--- src/hw/pu_pkg.sv ---
`default_nettype none

package pu_pkg;

  localparam int pu_data_width = 32;
  localparam int pu_attr_width = 4; // attr vectors are one bit wider than this
  localparam int pu_adr_width = 3;

  // word addresses seen by the host
  localparam logic [pu_adr_width-1:0] adr_mult_a = 3'd0;
  localparam logic [pu_adr_width-1:0] adr_mult_b = 3'd1;
  localparam logic [pu_adr_width-1:0] adr_acc_load = 3'd2;
  localparam logic [pu_adr_width-1:0] adr_acc_add = 3'd3;
  localparam logic [pu_adr_width-1:0] adr_mult_res = 3'd4;
  localparam logic [pu_adr_width-1:0] adr_acc_res = 3'd5;

  // one write request towards a PU
  typedef struct packed {
    logic                     wr;   // single cycle strobe
    logic                     sel;  // operand or operation select
    logic [pu_data_width-1:0] data;
    logic [pu_attr_width:0]   attr;
  } pu_wr_t;

  // a PU output, all zeros while its enable is low so outputs merge by OR
  typedef struct packed {
    logic [pu_data_width-1:0] data;
    logic [pu_attr_width:0]   attr;
  } pu_out_t;

endpackage

`default_nettype wire
--- src/hw/pu_top.sv ---
`timescale 1ns/10ps
`default_nettype none

module pu_top
  import pu_pkg::*;
#(
  parameter int invalid_bit = 0
) (
  input  logic                     clk,
  input  logic                     rst,
  input  logic                     wb_cyc,
  input  logic                     wb_stb,
  input  logic                     wb_we,
  input  logic [pu_adr_width-1:0]  wb_adr,
  input  logic [pu_data_width-1:0] wb_dat_w,
  input  logic [pu_attr_width:0]   wb_tgd_w,
  output logic                     wb_ack,
  output logic [pu_data_width-1:0] wb_dat_r,
  output logic [pu_attr_width:0]   wb_tgd_r
);

  pu_wr_t  mult_wr;
  pu_wr_t  acc_wr;
  logic    mult_oe;
  logic    acc_oe;
  pu_out_t mult_out;
  pu_out_t acc_out;

  pu_bus_decode u_decode (
    .clk      (clk),
    .rst      (rst),
    .wb_cyc   (wb_cyc),
    .wb_stb   (wb_stb),
    .wb_we    (wb_we),
    .wb_adr   (wb_adr),
    .wb_dat_w (wb_dat_w),
    .wb_tgd_w (wb_tgd_w),
    .wb_ack   (wb_ack),
    .mult_wr  (mult_wr),
    .acc_wr   (acc_wr),
    .mult_oe  (mult_oe),
    .acc_oe   (acc_oe)
  );

  pu_mult #(
    .invalid_bit (invalid_bit)
  ) u_mult (
    .clk      (clk),
    .rst      (rst),
    .mult_wr  (mult_wr),
    .oe       (mult_oe),
    .mult_out (mult_out)
  );

  pu_accum #(
    .invalid_bit (invalid_bit)
  ) u_accum (
    .clk     (clk),
    .rst     (rst),
    .acc_wr  (acc_wr),
    .oe      (acc_oe),
    .acc_out (acc_out)
  );

  pu_result_bus u_result (
    .clk      (clk),
    .rst      (rst),
    .mult_out (mult_out),
    .acc_out  (acc_out),
    .wb_dat_r (wb_dat_r),
    .wb_tgd_r (wb_tgd_r)
  );

endmodule

`default_nettype wire

--- src/hw/pu_result_bus.sv ---
`timescale 1ns/10ps
`default_nettype none

module pu_result_bus
  import pu_pkg::*;
(
  input  logic                     clk,
  input  logic                     rst,
  input  pu_out_t                  mult_out,
  input  pu_out_t                  acc_out,
  output logic [pu_data_width-1:0] wb_dat_r,
  output logic [pu_attr_width:0]   wb_tgd_r
);

  pu_out_t merged;

  // disabled PUs drive zeros, so at most one term is nonzero
  assign merged = mult_out | acc_out;

  // sampled every cycle, the value is meaningful in the ack cycle after an enable
  // and reads without an enable come back as zero
  always_ff @(posedge clk) begin
    if (rst) begin
      wb_dat_r <= '0;
      wb_tgd_r <= '0;
    end else begin
      wb_dat_r <= merged.data;
      wb_tgd_r <= merged.attr;
    end
  end

endmodule

`default_nettype wire

--- src/hw/pu_accum.sv ---
`timescale 1ns/10ps
`default_nettype none

module pu_accum
  import pu_pkg::*;
#(
  parameter int invalid_bit = 0
) (
  input  logic    clk,
  input  logic    rst,
  input  pu_wr_t  acc_wr,
  input  logic    oe,
  output pu_out_t acc_out
);

  localparam int msb = pu_data_width - 1;

  logic [pu_data_width-1:0] acc_data;
  logic                     acc_inv;  // sticky until the next load
  logic [pu_data_width-1:0] sum;
  logic                     ovf;
  logic [pu_attr_width:0]   flag_vec;

  assign sum = acc_data + acc_wr.data; // wraps at 32 bits

  // signed overflow when both addends agree in sign and the sum does not
  assign ovf = (acc_data[msb] == acc_wr.data[msb]) && (sum[msb] != acc_data[msb]);

  always_ff @(posedge clk) begin
    if (rst) begin
      acc_data <= '0;
      acc_inv <= 1'b0;
    end else if (acc_wr.wr) begin
      if (acc_wr.sel) begin
        acc_data <= sum;
        acc_inv <= acc_inv | acc_wr.attr[invalid_bit] | ovf;
      end else begin
        acc_data <= acc_wr.data; // load drops any earlier flag
        acc_inv <= acc_wr.attr[invalid_bit];
      end
    end
  end

  always_comb begin
    flag_vec = '0;
    flag_vec[invalid_bit] = acc_inv;
  end

  assign acc_out = oe ? pu_out_t'{data: acc_data, attr: flag_vec} : '0;

endmodule

`default_nettype wire

--- src/hw/pu_mult.sv ---
`timescale 1ns/10ps
`default_nettype none

module pu_mult
  import pu_pkg::*;
#(
  parameter int invalid_bit = 0
) (
  input  logic    clk,
  input  logic    rst,
  input  pu_wr_t  mult_wr,
  input  logic    oe,
  output pu_out_t mult_out
);

  localparam int half_width = pu_data_width / 2;

  logic [pu_data_width-1:0]        opnd_a;
  logic [pu_data_width-1:0]        opnd_b;
  logic                            inv_a;
  logic                            inv_b;
  logic                            chk_go;  // B was taken at the last edge
  logic                            cap_go;  // range check is in chk_inv
  logic                            chk_inv;
  logic signed [half_width-1:0]    low_a;
  logic signed [half_width-1:0]    low_b;
  logic signed [pu_data_width-1:0] product;
  logic [pu_data_width-1:0]        res_data;
  logic                            res_inv;
  logic [pu_attr_width:0]          flag_vec;

  // true unless bits 31 down to 15 are a plain sign extension
  function automatic logic out_of_range(input logic [pu_data_width-1:0] v);
    logic [pu_data_width-half_width:0] hi;
    hi = v[pu_data_width-1:half_width-1];
    return !((hi == '0) || (hi == '1));
  endfunction

  always_ff @(posedge clk) begin
    if (mult_wr.wr) begin
      if (mult_wr.sel) begin
        opnd_b <= mult_wr.data;
        inv_b <= mult_wr.attr[invalid_bit];
      end else begin
        opnd_a <= mult_wr.data;
        inv_a <= mult_wr.attr[invalid_bit];
      end
    end
  end

  assign low_a = opnd_a[half_width-1:0];
  assign low_b = opnd_b[half_width-1:0];

  // both halves are sign extended to full width before the multiply
  assign product = pu_data_width'(low_a) * pu_data_width'(low_b);

  // writing B starts the two cycle pipeline, writing A alone starts nothing
  always_ff @(posedge clk) begin
    if (rst) begin
      chk_go <= 1'b0;
      cap_go <= 1'b0;
      chk_inv <= 1'b0;
      res_data <= '0;
      res_inv <= 1'b0;
    end else begin
      chk_go <= mult_wr.wr & mult_wr.sel;
      cap_go <= chk_go;
      if (chk_go) begin
        chk_inv <= out_of_range(opnd_a) | out_of_range(opnd_b) | inv_a | inv_b;
      end
      if (cap_go) begin
        res_data <= product; // low halves only, even when flagged
        res_inv <= chk_inv;
      end
    end
  end

  always_comb begin
    flag_vec = '0;
    flag_vec[invalid_bit] = res_inv;
  end

  assign mult_out = oe ? pu_out_t'{data: res_data, attr: flag_vec} : '0;

endmodule

`default_nettype wire

--- src/hw/pu_bus_decode.sv ---
`timescale 1ns/10ps
`default_nettype none

module pu_bus_decode
  import pu_pkg::*;
(
  input  logic                     clk,
  input  logic                     rst,
  input  logic                     wb_cyc,
  input  logic                     wb_stb,
  input  logic                     wb_we,
  input  logic [pu_adr_width-1:0]  wb_adr,
  input  logic [pu_data_width-1:0] wb_dat_w,
  input  logic [pu_attr_width:0]   wb_tgd_w,
  output logic                     wb_ack,
  output pu_wr_t                   mult_wr,
  output pu_wr_t                   acc_wr,
  output logic                     mult_oe,
  output logic                     acc_oe
);

  logic                     pending; // request already seen in the previous cycle
  logic                     start;
  logic                     hit_mult;
  logic                     hit_acc;
  logic                     mult_wr_q;
  logic                     acc_wr_q;
  logic                     sel_q;
  logic [pu_data_width-1:0] data_q;
  logic [pu_attr_width:0]   attr_q;

  assign start = wb_cyc & wb_stb & ~pending; // first cycle of a new request only
  assign hit_mult = (wb_adr == adr_mult_a) || (wb_adr == adr_mult_b);
  assign hit_acc = (wb_adr == adr_acc_load) || (wb_adr == adr_acc_add);

  // enables lead ack by one cycle so the result bus can register the merged value
  assign mult_oe = start & ~wb_we & (wb_adr == adr_mult_res);
  assign acc_oe = start & ~wb_we & (wb_adr == adr_acc_res);

  always_ff @(posedge clk) begin
    if (rst) begin
      pending <= 1'b0;
      wb_ack <= 1'b0;
      mult_wr_q <= 1'b0;
      acc_wr_q <= 1'b0;
    end else begin
      pending <= wb_cyc & wb_stb; // host must go idle for a cycle to rearm
      wb_ack <= start;
      mult_wr_q <= start & wb_we & hit_mult;
      acc_wr_q <= start & wb_we & hit_acc; // result addresses are never written
    end
  end

  // payload is shared by both PUs, only the strobe tells them apart
  always_ff @(posedge clk) begin
    if (start && wb_we) begin
      sel_q <= wb_adr[0];
      data_q <= wb_dat_w;
      attr_q <= wb_tgd_w;
    end
  end

  assign mult_wr = pu_wr_t'{
    wr:   mult_wr_q,
    sel:  sel_q,
    data: data_q,
    attr: attr_q
  };

  assign acc_wr = pu_wr_t'{
    wr:   acc_wr_q,
    sel:  sel_q,
    data: data_q,
    attr: attr_q
  };

endmodule

`default_nettype wire

--- config.mk ---
export PLATFORM = sky130hd
export DESIGN_NAME = pu_top
export DESIGN_NICKNAME = d
export VERILOG_FILES = /design/src/hw/pu_pkg.sv /design/src/hw/pu_top.sv /design/src/hw/pu_result_bus.sv /design/src/hw/pu_accum.sv /design/src/hw/pu_mult.sv /design/src/hw/pu_bus_decode.sv
export SDC_FILE = /design/constraint.sdc
export NUM_CORES = 1
export LEC_CHECK = 0
export BUFFER_PORTS_ARGS = -buffer_cell sky130_fd_sc_hd__buf_4
export CAP_MARGIN = 20
export CORE_ASPECT_RATIO = 1.25
export CORE_MARGIN = 10
export CORE_UTILIZATION = 60
export DETAILED_ROUTE_END_ITERATION = 10
export PLACE_DENSITY = 0.82
export RECOVER_POWER = 50
export SYNTH_ARGS = -nofsm -noshare
export SYNTH_HDL_FRONTEND = slang
export SYNTH_SLANG_ARGS = --single-unit
--- constraint.sdc ---
create_clock -name clk -period 7.1 [get_ports clk]
set_clock_uncertainty 0.05 [all_clocks]
set_input_delay 0.71 -clock clk [delete_from_list [all_inputs] [get_ports clk]]
set_output_delay 0.71 -clock clk [all_outputs]
set_load 0.01 [all_outputs]
Word-level counts from Yosys, hierarchy flattened
Cells that the tools add are included.
{"block": "op_classes", "n_mul": 1, "reduce_logical": 13, "n_eq_ne": 9, "n_addsub": 1, "bitwise_logic": 18, "mux": 4}
{"operator": "$mux 37", "count": 2}
{"operator": "$or 37x37->37", "count": 1}
{"operator": "$eq 17x17->1 const B", "count": 2}
{"operator": "$logic_not 17->1", "count": 2}
{"operator": "$add 32x32->32", "count": 1}
{"operator": "$mul 16x16->32", "count": 1}
{"operator": "$mux 32", "count": 1}
{"operator": "$and 1x1->1", "count": 9}
{"operator": "$eq 3x2->1 const B", "count": 2}
{"operator": "$eq 3x3->1 const B", "count": 2}
{"operator": "$or 1x1->1", "count": 5}
{"operator": "$logic_or 1x1->1", "count": 4}
{"operator": "$reduce_and 2->1", "count": 2}
{"operator": "$eq 3x1->1 const B", "count": 1}
{"operator": "$logic_not 3->1", "count": 1}
{"operator": "$not 1->1", "count": 3}
{"operator": "$logic_and 1x1->1", "count": 2}
{"operator": "$logic_not 1->1", "count": 2}
{"operator": "$eq 1x1->1", "count": 1}
{"operator": "$mux 1", "count": 1}
{"operator": "$ne 1x1->1", "count": 1}
{"block": "totals", "ff_bits": 210, "output_inout_bits": 38, "wordCells": 66, "input_bits": 45}

Depth between registers and ports, before layout
Gate-level depths: netlist (run 1).
{"block": "logic_depth", "ltp_word": 6, "depth_mapped": 24, "depth_no_buf": 22}

By module
Synthesis (run 1) repeated with hierarchy kept, for this count alone.
{"block": "hier_totals", "cells_unflattened": 1973, "area_unflattened_um2": 19646.3}
{"module": "pu_mult", "area_each_um2": 13546.7, "seq_area_each_um2": 2702.6, "cells_per_inst": 1352, "n_inst": 1}
{"module": "pu_accum", "area_each_um2": 3368.2, "seq_area_each_um2": 660.6, "cells_per_inst": 450, "n_inst": 1}
{"module": "pu_bus_decode", "area_each_um2": 1605.3, "seq_area_each_um2": 1221.2, "cells_per_inst": 94, "n_inst": 1}
{"module": "pu_result_bus", "area_each_um2": 1126.1, "seq_area_each_um2": 740.7, "cells_per_inst": 77, "n_inst": 1}

Worst setup path before layout (run 1)
No wires, ideal clock.
{"block": "synth_path", "kind": "register -> register", "startpoint": "register u_mult.opnd_a[15]", "endpoint": "register u_mult.res_data[31]", "setup_ns": 0.103, "t_required_ns": 6.947, "setup_slack_ns": 0.639, "synth_period_minus_slack_ns": 6.461, "stages_incl_launch_ff": 22, "path_buffers": 2, "t_arrival_ns": 6.308, "path_cell_list": "edfxtp_1 > clkbuf_1 > clkbuf_1 > nand2_1 > fa_1 > inv_1 > fa_1 > fa_1 > fa_1 > fa_1 > inv_1 > fa_1 > inv_1 > ha_1 > inv_1 > or4_4 > a211oi_2 > o41ai_2 > o21bai_2 > a21oi_1 > o2111a_1 > a2111oi_2"}
{"block": "synth_between", "elab_chain_cells": 1}
{"element": "start, declared", "line": "pu_mult.sv:18", "text": "logic [pu_data_width-1:0] opnd_a;"}
{"element": "start signal, assigned", "line": "pu_mult.sv:45", "text": "opnd_a <= mult_wr.data;"}
{"element": "$mul 16x16->32", "line": "pu_mult.sv:55", "text": "assign product = pu_data_width'(low_a) * pu_data_width'(low_b);"}
{"element": "end signal, assigned", "line": "pu_mult.sv:72", "text": "res_data <= product;"}
{"element": "end, declared", "line": "pu_mult.sv:28", "text": "logic [pu_data_width-1:0] res_data;"}
Every way passes these cells.
A chain may end at the register's enable or synchronous reset.

Final worst setup path (run 1)
{"block": "layout_path", "startpoint": "register u_mult.opnd_a[8]", "endpoint": "register u_mult.res_data[31]"}
Same word-level chain as after synthesis.

==> metrics, run 1 <==
Finished Core Util about two thirds; vias per cell between 5 and 6; worst path arrival time around 7.1 ns; area grow syn2layout 9.15%; Hold EP u_decode.mult_wr_q; Hold Fails Final Rpt 0; Site Rows ~70; critical-path cell list and2_1 > fa_1 > inv_1 > fa_1 > fa_1 > inv_1 > fa_1 > fa_1 > inv_1 > fa_1 > inv_1 > ha_1 > a21oi_1 > nor3b_1 > a211oi_2 > o41ai_2 > o21bai_2 > a21oi_1 > o21ai_0 > a2111oi_2; CP bufs+invs 4; Diodes inserted 0; Crit Path Max Fanout 16; Synth Instances 1876; Final #Nets ~2.4k; GRT Resource Usage Total 23.3%; detailed-route wire length per cell about 18 um; ANT nets after route 0; Worst-Skew Late Latency roughly 0.50 ns; I/O pin total 83; Worst Hold Path Cells 2; max_cap viols 5; htree depth 1; Critical R2R Launch u_mult.opnd_a[8]; crit path launch type flop; crit share post-route between 90% and 100%; root buffer cell clkbuf_16; asr flop ratio synth 0%; commonest cells after routing, fill and taps aside 333 x inv_1, 262 x fa_1, 158 x nand2_1, 135 x nor2_1, 122 x and2_1; Worst-Margin Slew 2.77 ns; Port Buf Inserts 74; pre-CTS setup slack approximately 0.20 ns; drt first pass iters 5; Leakage 9.19 nW; commonest non-fill, non-tap cell in the layout inv_1; sequential fraction of the synthesis area between 20% and 30%; Crit path top cell by count fa_1; Mapped Area 18700 um2; worst setup margin roughly 0.30 ns; HPWL after detailed placement between 30000 and 40000 um; crit path time final between 6 and 7 ns; Slew Viols, Final 170; crit end category flop; largest net degree at the start of global routing 56; Synth Flop Type dfxtp_1; GPL Wtd Cong roughly 0.91; synth warn 0; DRC 0; final setup fails 0; CTS max path bufs 3; reg2reg end u_mult.res_data[31]; Die ar. 38700 um2; first-pass GRT wire length between 70000 and 80000 um; CTS clk-pin slew, worst paths around 0.060 ns; Hold Path Class primary input to flop; peak supply drop 0.201 mV; initial antenna violation count 0; Crit Path Category flop to flop; number of cells on the worst reg-to-reg path 20; Max-slew headroom -84.4%; routed wire length 43500 um; Area contributors post-synth fa_1 28%, edfxtp_1 16%, dfxtp_1 11%; CP max stage cell edfxtp_1; biggest area consumer among synthesized cells fa_1; clock sink count ~210; Congestion Overflow GR 0; synth unique cells 70; Starting Density 60.6%; Seq cells post-synth slightly above 200; FMAX around 150 MHz; Die H 218 um; delay-heaviest family, CP adder cells; CTS tree built; share of the synthesized area in the top cell type between 20% and 30%; power density over the cells around 140 nW/um2; R2R Setup Slk between 0.3 and 0.4 ns; initial DRC count 900; filler instances 2338; vias roughly 13k; Core Area about 30000 um2; Inserted Clock Buffers 20; Die Wd roughly 180 um; Post-synth EDFFs 100; CP peak stage delay about 0.7 ns; number of global-route vias before repair between 10k and 15k; Min-Delay Startpoint wb_adr[2]; layout cell share with drive strength beyond 1 around 7.4%; Data required, critical path 7.44 ns; status finished, violations left; syn_area_per_cell around 10 um2; failing checks capacitance limit, slew limit
## power breakdown
part           switching, mW  total, mW  internal [mW]
Combinational          0.285      0.505          0.220
Sequential            0.0128       1.27           1.25
Clock                  0.448       1.03          0.581
Total                  0.746       2.80           2.05
## logic make-up (layout without fill, tap and decap cells)
group / Yosys count / count (layout) / share of synthesized area, %
other cells: 1 / 4 / 0.0200
mux: 72 / 72 / 3.86
fa+ha+maj: 376 / 376 / 35.7
xor+xnor: 50 / 50 / 2.34
flops: 206 / 206 / 27.4
simple gates: 527 / 527 / 13.9
compound gates: 240 / 240 / 8.71
buf+inv: 404 / 484 / 8.18
## area by class of cell
type / count / area (um2) / share of cell area (%)
clock buffer: 24 / 537 / 2.63
clock inverter: 12 / 95.1 / 0.465
inverter: 334 / 1250 / 6.13
multi-input combinational: 1269 / 12100 / 59.1
sequential: 206 / 5130 / 25.1
tap: 407 / 509 / 2.49
timing repair buffer: 114 / 832 / 4.07
## state kept, by name (all words and copies together), names as in the netlist, 32 cells and up
register	count
u_accum.acc_data	32
u_decode.data_q	32
u_mult.opnd_a	32
u_mult.opnd_b	32
u_mult.res_data	32
u_result.wb_dat_r	32
## worst max path at each step
stage / from / to / slack, ns / depth (start not counted)
2_1_floorplan: u_mult.opnd_a[15] / u_mult.res_data[31] / 0.64 / 21
3_3_place_gp: u_mult.opnd_b[1] / u_mult.res_data[27] / 0.37 / 21
3_5_place_dp: u_mult.opnd_b[1] / u_mult.res_data[31] / 0.20 / 21
4_1_cts: u_mult.opnd_b[1] / u_mult.res_data[31] / 0.19 / 21
5_1_grt: u_mult.opnd_a[15] / u_mult.res_data[30] / -0.03 / 22
6_report: u_mult.opnd_a[8] / u_mult.res_data[31] / 0.30 / 20
## cells in the mapped netlist (39+ instances only)
library cell,instances
clkbuf_1,57
and2_1,122
inv_1,333
nand2_1,158
a21oi_1,55
dfxtp_1,106
nor2_1,135
ha_1,113
fa_1,263
edfxtp_1,100
a211oi_1,39
mux2i_1,70
## stage by stage
| stage | power, mW | setup TNS [ns] | instance area [um2] | hold slack (ns) | cells |
|---|---|---|---|---|---|
| final | 2.80 | 0 | 20400 | 0.350 | 2366 |
| after global routing | 2.93 | -0.0343 | 20400 | 0.339 | 2366 |
| after CTS | 2.81 | 0 | 20300 | 0.319 | 2345 |
| after detailed placement | 1.78 | 0 | 19700 | 0.421 | 2309 |
| after global placement | 1.78 | 0 | 19700 | 0.404 | 2309 |
| after floorplan | 1.66 | 0 | 18700 | 0.395 | 1879 |
## routing by layer
| layer | wire [um] | vias up | global-route usage, % |
|---|---|---|---|
| met4 | 1420 | 0 | 8.57 |
| met1 | 17100 | 6670 | 28.3 |
| met2 | 22600 | 405 | 41.3 |
| met5 | 0 | - | 0 |
| met3 | 2260 | 112 | 2.88 |
| li1 | - | 6179 | - |
## timing repair
| action | in CTS | in global routing |
|---|---|---|
| hold buffers | 0 | 0 |
| resized for setup | 0 | 1 |
| setup buffers | 0 | 21 |
| endpoints found under the setup margin | 0 | 6 |
## worst reg2reg max path, delay by kind of cell (launching register included)
kind | cells | cell delay, ns
buffers and inverters | 4 | 0.23
adders and majority gates | 7 | 3.39
and+or+nand+nor | 2 | 0.65
DFF | 1 | 0.68
AOI/OAI and AO/OA | 7 | 1.70
Note: power is estimated with default switching activity, not from simulation.
==> run 2, diff against run 1 <==
--- a/config.mk
+++ b/config.mk
@@ -5,7 +5,7 @@
 export SDC_FILE = /design/constraint.sdc
 export NUM_CORES = 1
 export LEC_CHECK = 0
-export BUFFER_PORTS_ARGS = -buffer_cell sky130_fd_sc_hd__buf_4
+export BUFFER_PORTS_ARGS = -buffer_cell sky130_fd_sc_hd__buf_2
 export CAP_MARGIN = 20
 export CORE_ASPECT_RATIO = 1.25
 export CORE_MARGIN = 10
==> metrics, run 2 (synthesis results as in run 1) <==
Worst Hold Path Cells 1; Site Rows 72; initial antenna violation count 0; Data required, critical path 7.41 ns; HPWL after detailed placement roughly 34000 um; placed cell areas approximately 20000 um2; initial DRC count 961; GPL Wtd Cong between 0.8 and 0.9; FMAX roughly 150 MHz; Congestion Overflow GR 0; Hold Path Class primary input to flop; CTS max path bufs 3; routed wire length ~43000 um; vias between 10k and 15k; detailed-route wire length per cell between 15 and 20 um; Max-slew headroom -40.9%; crit share post-route between 90% and 100%; R2R Setup Slk 0.28 ns; commonest non-fill, non-tap cell in the layout inv_1; Die H roughly 220 um; htree depth 1; crit path time final 6.82 ns; Finished Core Util about 66%; CTS tree built; Setup crit end u_mult.res_data[28]; clock sink count around 210; I/O pin total 83; largest net degree at the start of global routing 56; ANT nets after route 0; worst path arrival time 7.12 ns; Die Wd around 180 um; Hold Fails Final Rpt 0; area grow syn2layout 8.18%; first-pass GRT wire length 72800 um; final setup fails 0; crit end category flop; Inserted Clock Buffers 19; peak supply drop about 0.2 mV; root buffer cell clkbuf_16; Critical R2R Launch u_mult.opnd_a[11]; Port Buf Inserts 74; reg2reg end u_mult.res_data[28]; Core Area 30900 um2; GRT Resource Usage Total between 20% and 30%; Crit path top cell by count fa_1; CP Launch Point u_mult.opnd_a[11]; Die ar. 38700 um2; Slew Viols, Final 77; Worst-Margin Slew roughly 2.1 ns; number of global-route vias before repair between 10k and 15k; max_cap viols 2; DRC 0; critical-path cell list and2_1 > fa_1 > inv_1 > fa_1 > fa_1 > inv_1 > fa_1 > fa_1 > inv_1 > fa_1 > inv_1 > ha_1 > a21o_1 > a21o_1 > a21oi_1 > o311a_1 > a31oi_2 > o41ai_1 > o21bai_1 > xnor2_1 > o22ai_1; crit path launch type flop; layout cell share with drive strength beyond 1 6.86%; CP max stage cell edfxtp_1; CTS Hold Bufs 0; Crit Path Category flop to flop; vias per cell about 5.7; number of cells on the worst reg-to-reg path 21; CTS clk-pin slew, worst paths around 0.070 ns; drt first pass iters 7; CP peak stage delay 0.65 ns; failing checks capacitance limit, slew limit; status finished, violations left; power density over the cells roughly 140 nW/um2; Post-Layout Inst Area between 20000 and 25000 um2; Diodes inserted 0; Starting Density about three fifths; commonest cells after routing, fill and taps aside 333 x inv_1, 263 x fa_1, 158 x nand2_1, 135 x nor2_1, 122 x and2_1; Worst-Skew Late Latency about 0.5 ns; Crit Path Max Fanout 16; Final #Nets around 2.4k; Leakage roughly 9.1 nW
-- run 2: cell count changes in the layout (fill, tap and decap cells not counted), moves of 2 or more --
cell       previous run  this run
buf_2                 0        45
clkbuf_4             33         0
buf_4                53        31
clkbuf_1             26        31
clkbuf_8              0         4
clkinv_2              6         2
clkbuf_16            21        19
clkinv_4              1         3
-- run 2: cell type report --
type	count	area [um2]
sequential	206	5130
multi-input combinational	1269	12100
timing repair buffer	111	654
inverter	334	1250
clock buffer	23	531
tap	407	509
fill	2315	10600
clock inverter	10	87.6
-- run 2: per-stage QoR --
stage	std cells	worst slack (ns)	hold slack, ns	power, mW	TNS, ns
2_1_floorplan	1879	0.639	0.395	1.66	0
3_3_place_gp	2310	0.287	0.404	1.76	0
3_5_place_dp	2310	0.146	0.421	1.77	0
4_1_cts	2343	0.130	0.318	2.78	0
5_1_grt	2360	-0.00169	0.324	2.90	-0.00169
6_report	2360	0.285	0.341	2.77	0
-- run 2: power by group --
| part | leakage [nW] | internal [mW] | switching, mW |
|---|---|---|---|
| registers | 1.76 | 1.25 | 0.0131 |
| clock network | 0.305 | 0.572 | 0.437 |
| logic | 7.05 | 0.212 | 0.287 |
-- run 2: repair_timing --
item | 4_1_cts | 5_1_grt
buffers inserted | 0 | 16
gates resized for setup | 0 | 2
setup endpoints to repair | 0 | 6
-- run 2: metal layers --
layer	share of wire (%)	routed length [um]	global-route usage [%]	vias up
met5	0	0	0	-
met1	40	17200	28.5	6666
met4	3.9	1710	9.18	0
li1	-	-	-	6173
met3	5.7	2490	2.51	116
met2	51	22000	40.6	444
-- run 2: worst min-delay path by stage --
stage	startpoint	endpoint	slack (ns)
3_5_place_dp	u_mult.res_data[0]	u_mult.res_data[0]	0.42
5_1_grt	wb_dat_w[20]	u_decode.data_q[20]	0.32
4_1_cts	wb_dat_w[20]	u_decode.data_q[20]	0.32
3_3_place_gp	u_mult.chk_go	u_mult.cap_go	0.40
6_report	wb_tgd_w[0]	u_decode.attr_q[0]	0.34
2_1_floorplan	u_mult.res_data[0]	u_mult.res_data[0]	0.40
-- run 2: worst max-delay path, delay by kind of cell (launching register included) --
kind	cells	cell delay, ns
adders and majority gates	7	3.38
AOI/OAI and AO/OA	8	1.89
DFF	1	0.65
and+or+nand+nor	1	0.30
buffers and inverters	4	0.20
xor gates and xnor gates	1	0.19
==> run 3, diff against run 2 <==
--- a/config.mk
+++ b/config.mk
@@ -7,12 +7,15 @@
 export LEC_CHECK = 0
 export BUFFER_PORTS_ARGS = -buffer_cell sky130_fd_sc_hd__buf_2
 export CAP_MARGIN = 20
+export CELL_PAD_IN_SITES_DETAIL_PLACEMENT = 1
+export CELL_PAD_IN_SITES_GLOBAL_PLACEMENT = 1
 export CORE_ASPECT_RATIO = 1.25
 export CORE_MARGIN = 10
-export CORE_UTILIZATION = 60
+export CORE_UTILIZATION = 51
 export DETAILED_ROUTE_END_ITERATION = 10
-export PLACE_DENSITY = 0.82
+export PLACE_DENSITY = 0.87
 export RECOVER_POWER = 50
 export SYNTH_ARGS = -nofsm -noshare
 export SYNTH_HDL_FRONTEND = slang
+export SYNTH_HIERARCHICAL = 1
 export SYNTH_SLANG_ARGS = --single-unit
==> metrics, run 3 <==
status finished, violations left; failing checks capacitance limit, slew limit; final setup fails 0; RSZ-0062 raised after global routing no; Mapped Area ~19000 um2; Hold Fails Final Rpt 0; routed wire length around 55000 um; Worst Hold Path Cells 1; htree depth 1; clock sink count 210; crit path time final approximately 6.7 ns; Crit Path Category flop to flop; layout cell share with drive strength beyond 1 between 7 and 8%; pre-CTS setup slack 0.214 ns; vias approximately 14k; Leakage roughly 9 nW; CTS max path bufs 3; CTS clk-pin slew, worst paths about 0.070 ns; Max-slew headroom -132%; CTS resizes 0; Diodes inserted 0; GRT Resource Usage Total roughly a quarter; Starting Density just over 50%; Congestion Overflow GR 0; setup TNS 0 ns; detailed-route wire length per cell 22.0 um; drt first pass iters 5; Worst-Skew Late Latency between 0.5 and 0.6 ns; worst path arrival time about 7.1 ns; initial antenna violation count 0; Worst-Margin Slew between 3 and 4 ns; number of global-route vias before repair around 16k; Die ar. roughly 46000 um2; commonest non-fill, non-tap cell in the layout inv_1; Setup Fix Bufs, Post-CTS 0; crit end category flop; DRC 0; synth warn 6; syn_area_per_cell between 9 and 10 um2; ANT nets after route 0; crit share post-route a little over nine tenths; Synth Instances about 2.0k; post-route insts no fill roughly 2.5k; Core Area about 38000 um2; filler instances about 4.2k; Final #Nets about 2.4k; Data required, critical path roughly 7.4 ns; Inserted Clock Buffers 21; commonest cells after routing, fill and taps aside 315 x inv_1, 263 x fa_1, 190 x and2_1, 183 x nand2_1, 113 x ha_1; area grow syn2layout 6.29%; largest net degree at the start of global routing 87; vias per cell 5.66; initial DRC count roughly 750; power density over the cells between 100 and 150 nW/um2; crit path launch type flop; first-pass GRT wire length 88400 um; Port Buf Inserts 78; Site Rows 80; number of cells on the worst reg-to-reg path 19; peak supply drop ~0.21 mV; placed cells 2438; worst setup margin roughly 0.37 ns; Die Wd ~190 um; CTS Hold Bufs 0; root buffer cell clkbuf_16; Die H around 240 um; Crit Path Max Fanout 16; Power, Total just under 3 mW; Slew Viols, Final ~120; Hold Path Class primary input to flop; CTS tree built; I/O pin total 83; FMAX roughly 150 MHz; HPWL after detailed placement between 40000 and 50000 um; max_cap viols 2; GPL Wtd Cong roughly 0.89
[run 3: worst paths after layout]
path / start / slack [ns] / end
worst max-delay path: u_mult/opnd_b[3] / 0.37 / u_mult/res_data[31]
worst min-delay path: wb_dat_w[7] / 0.31 / u_decode/data_q[7]
worst max register to register: u_mult/opnd_b[3] / 0.37 / u_mult/res_data[31]
worst min register to register: u_mult/res_data[16] / 0.43 / u_mult/res_data[16]
[run 3: worst max-delay path: stages, from the launching register on]
cell      delay, ns
edfxtp_1       0.75
and2_1         0.24
fa_1           0.55
fa_1           0.86
fa_1           0.53
fa_1           0.53
fa_1           0.53
inv_1          0.06
fa_1           0.48
inv_1          0.05
ha_1           0.35
a21oi_1        0.18
and2b_2        0.23
o21ai_0        0.23
o211ai_2       0.20
a31oi_4        0.29
o21ai_2        0.10
xnor2_1        0.13
mux2i_1        0.14
nor2_1         0.07
[run 3: power by group]
| part | internal [mW] | switching (mW) | leakage [nW] | total, mW |
|---|---|---|---|---|
| registers | 1.28 | 0.0152 | 1.79 | 1.29 |
| clock network | 0.660 | 0.489 | 0.351 | 1.15 |
| logic | 0.223 | 0.318 | 7.11 | 0.541 |
| total | 2.16 | 0.823 | 9.25 | 2.98 |
[run 3: through the flow]
stage / cell area, um2 / utilization (%) / hold WS, ns
global placement: 20000 / 52.7 / 0.399
detailed placement: 20000 / 52.7 / 0.415
finish: 20700 / 54.6 / 0.305
CTS: 20700 / 54.6 / 0.294
floorplan: 19500 / - / 0.384
global route: 20700 / 54.6 / 0.301
[run 3: routing by layer]
metal | track usage (%) | vias to the layer above | routed length (um)
met2 | 44.5 | 349 | 29800
met5 | 0 | - | 0
met3 | 2.68 | 126 | 1950
met1 | 26.3 | 7327 | 21100
met4 | 8.41 | 0 | 1770
li1 | - | 6269 | -
[run 3: area by class of cell]
| cell class | count | area (um2) | area share (%) |
|---|---|---|---|
| multi-input combinational | 1329 | 12500 | 60.4 |
| clock inverter | 12 | 134 | 0.646 |
| clock buffer | 26 | 576 | 2.78 |
| tap | 492 | 616 | 2.97 |
| timing repair buffer | 100 | 502 | 2.42 |
| inverter | 315 | 1180 | 5.71 |
| sequential | 210 | 5210 | 25.1 |
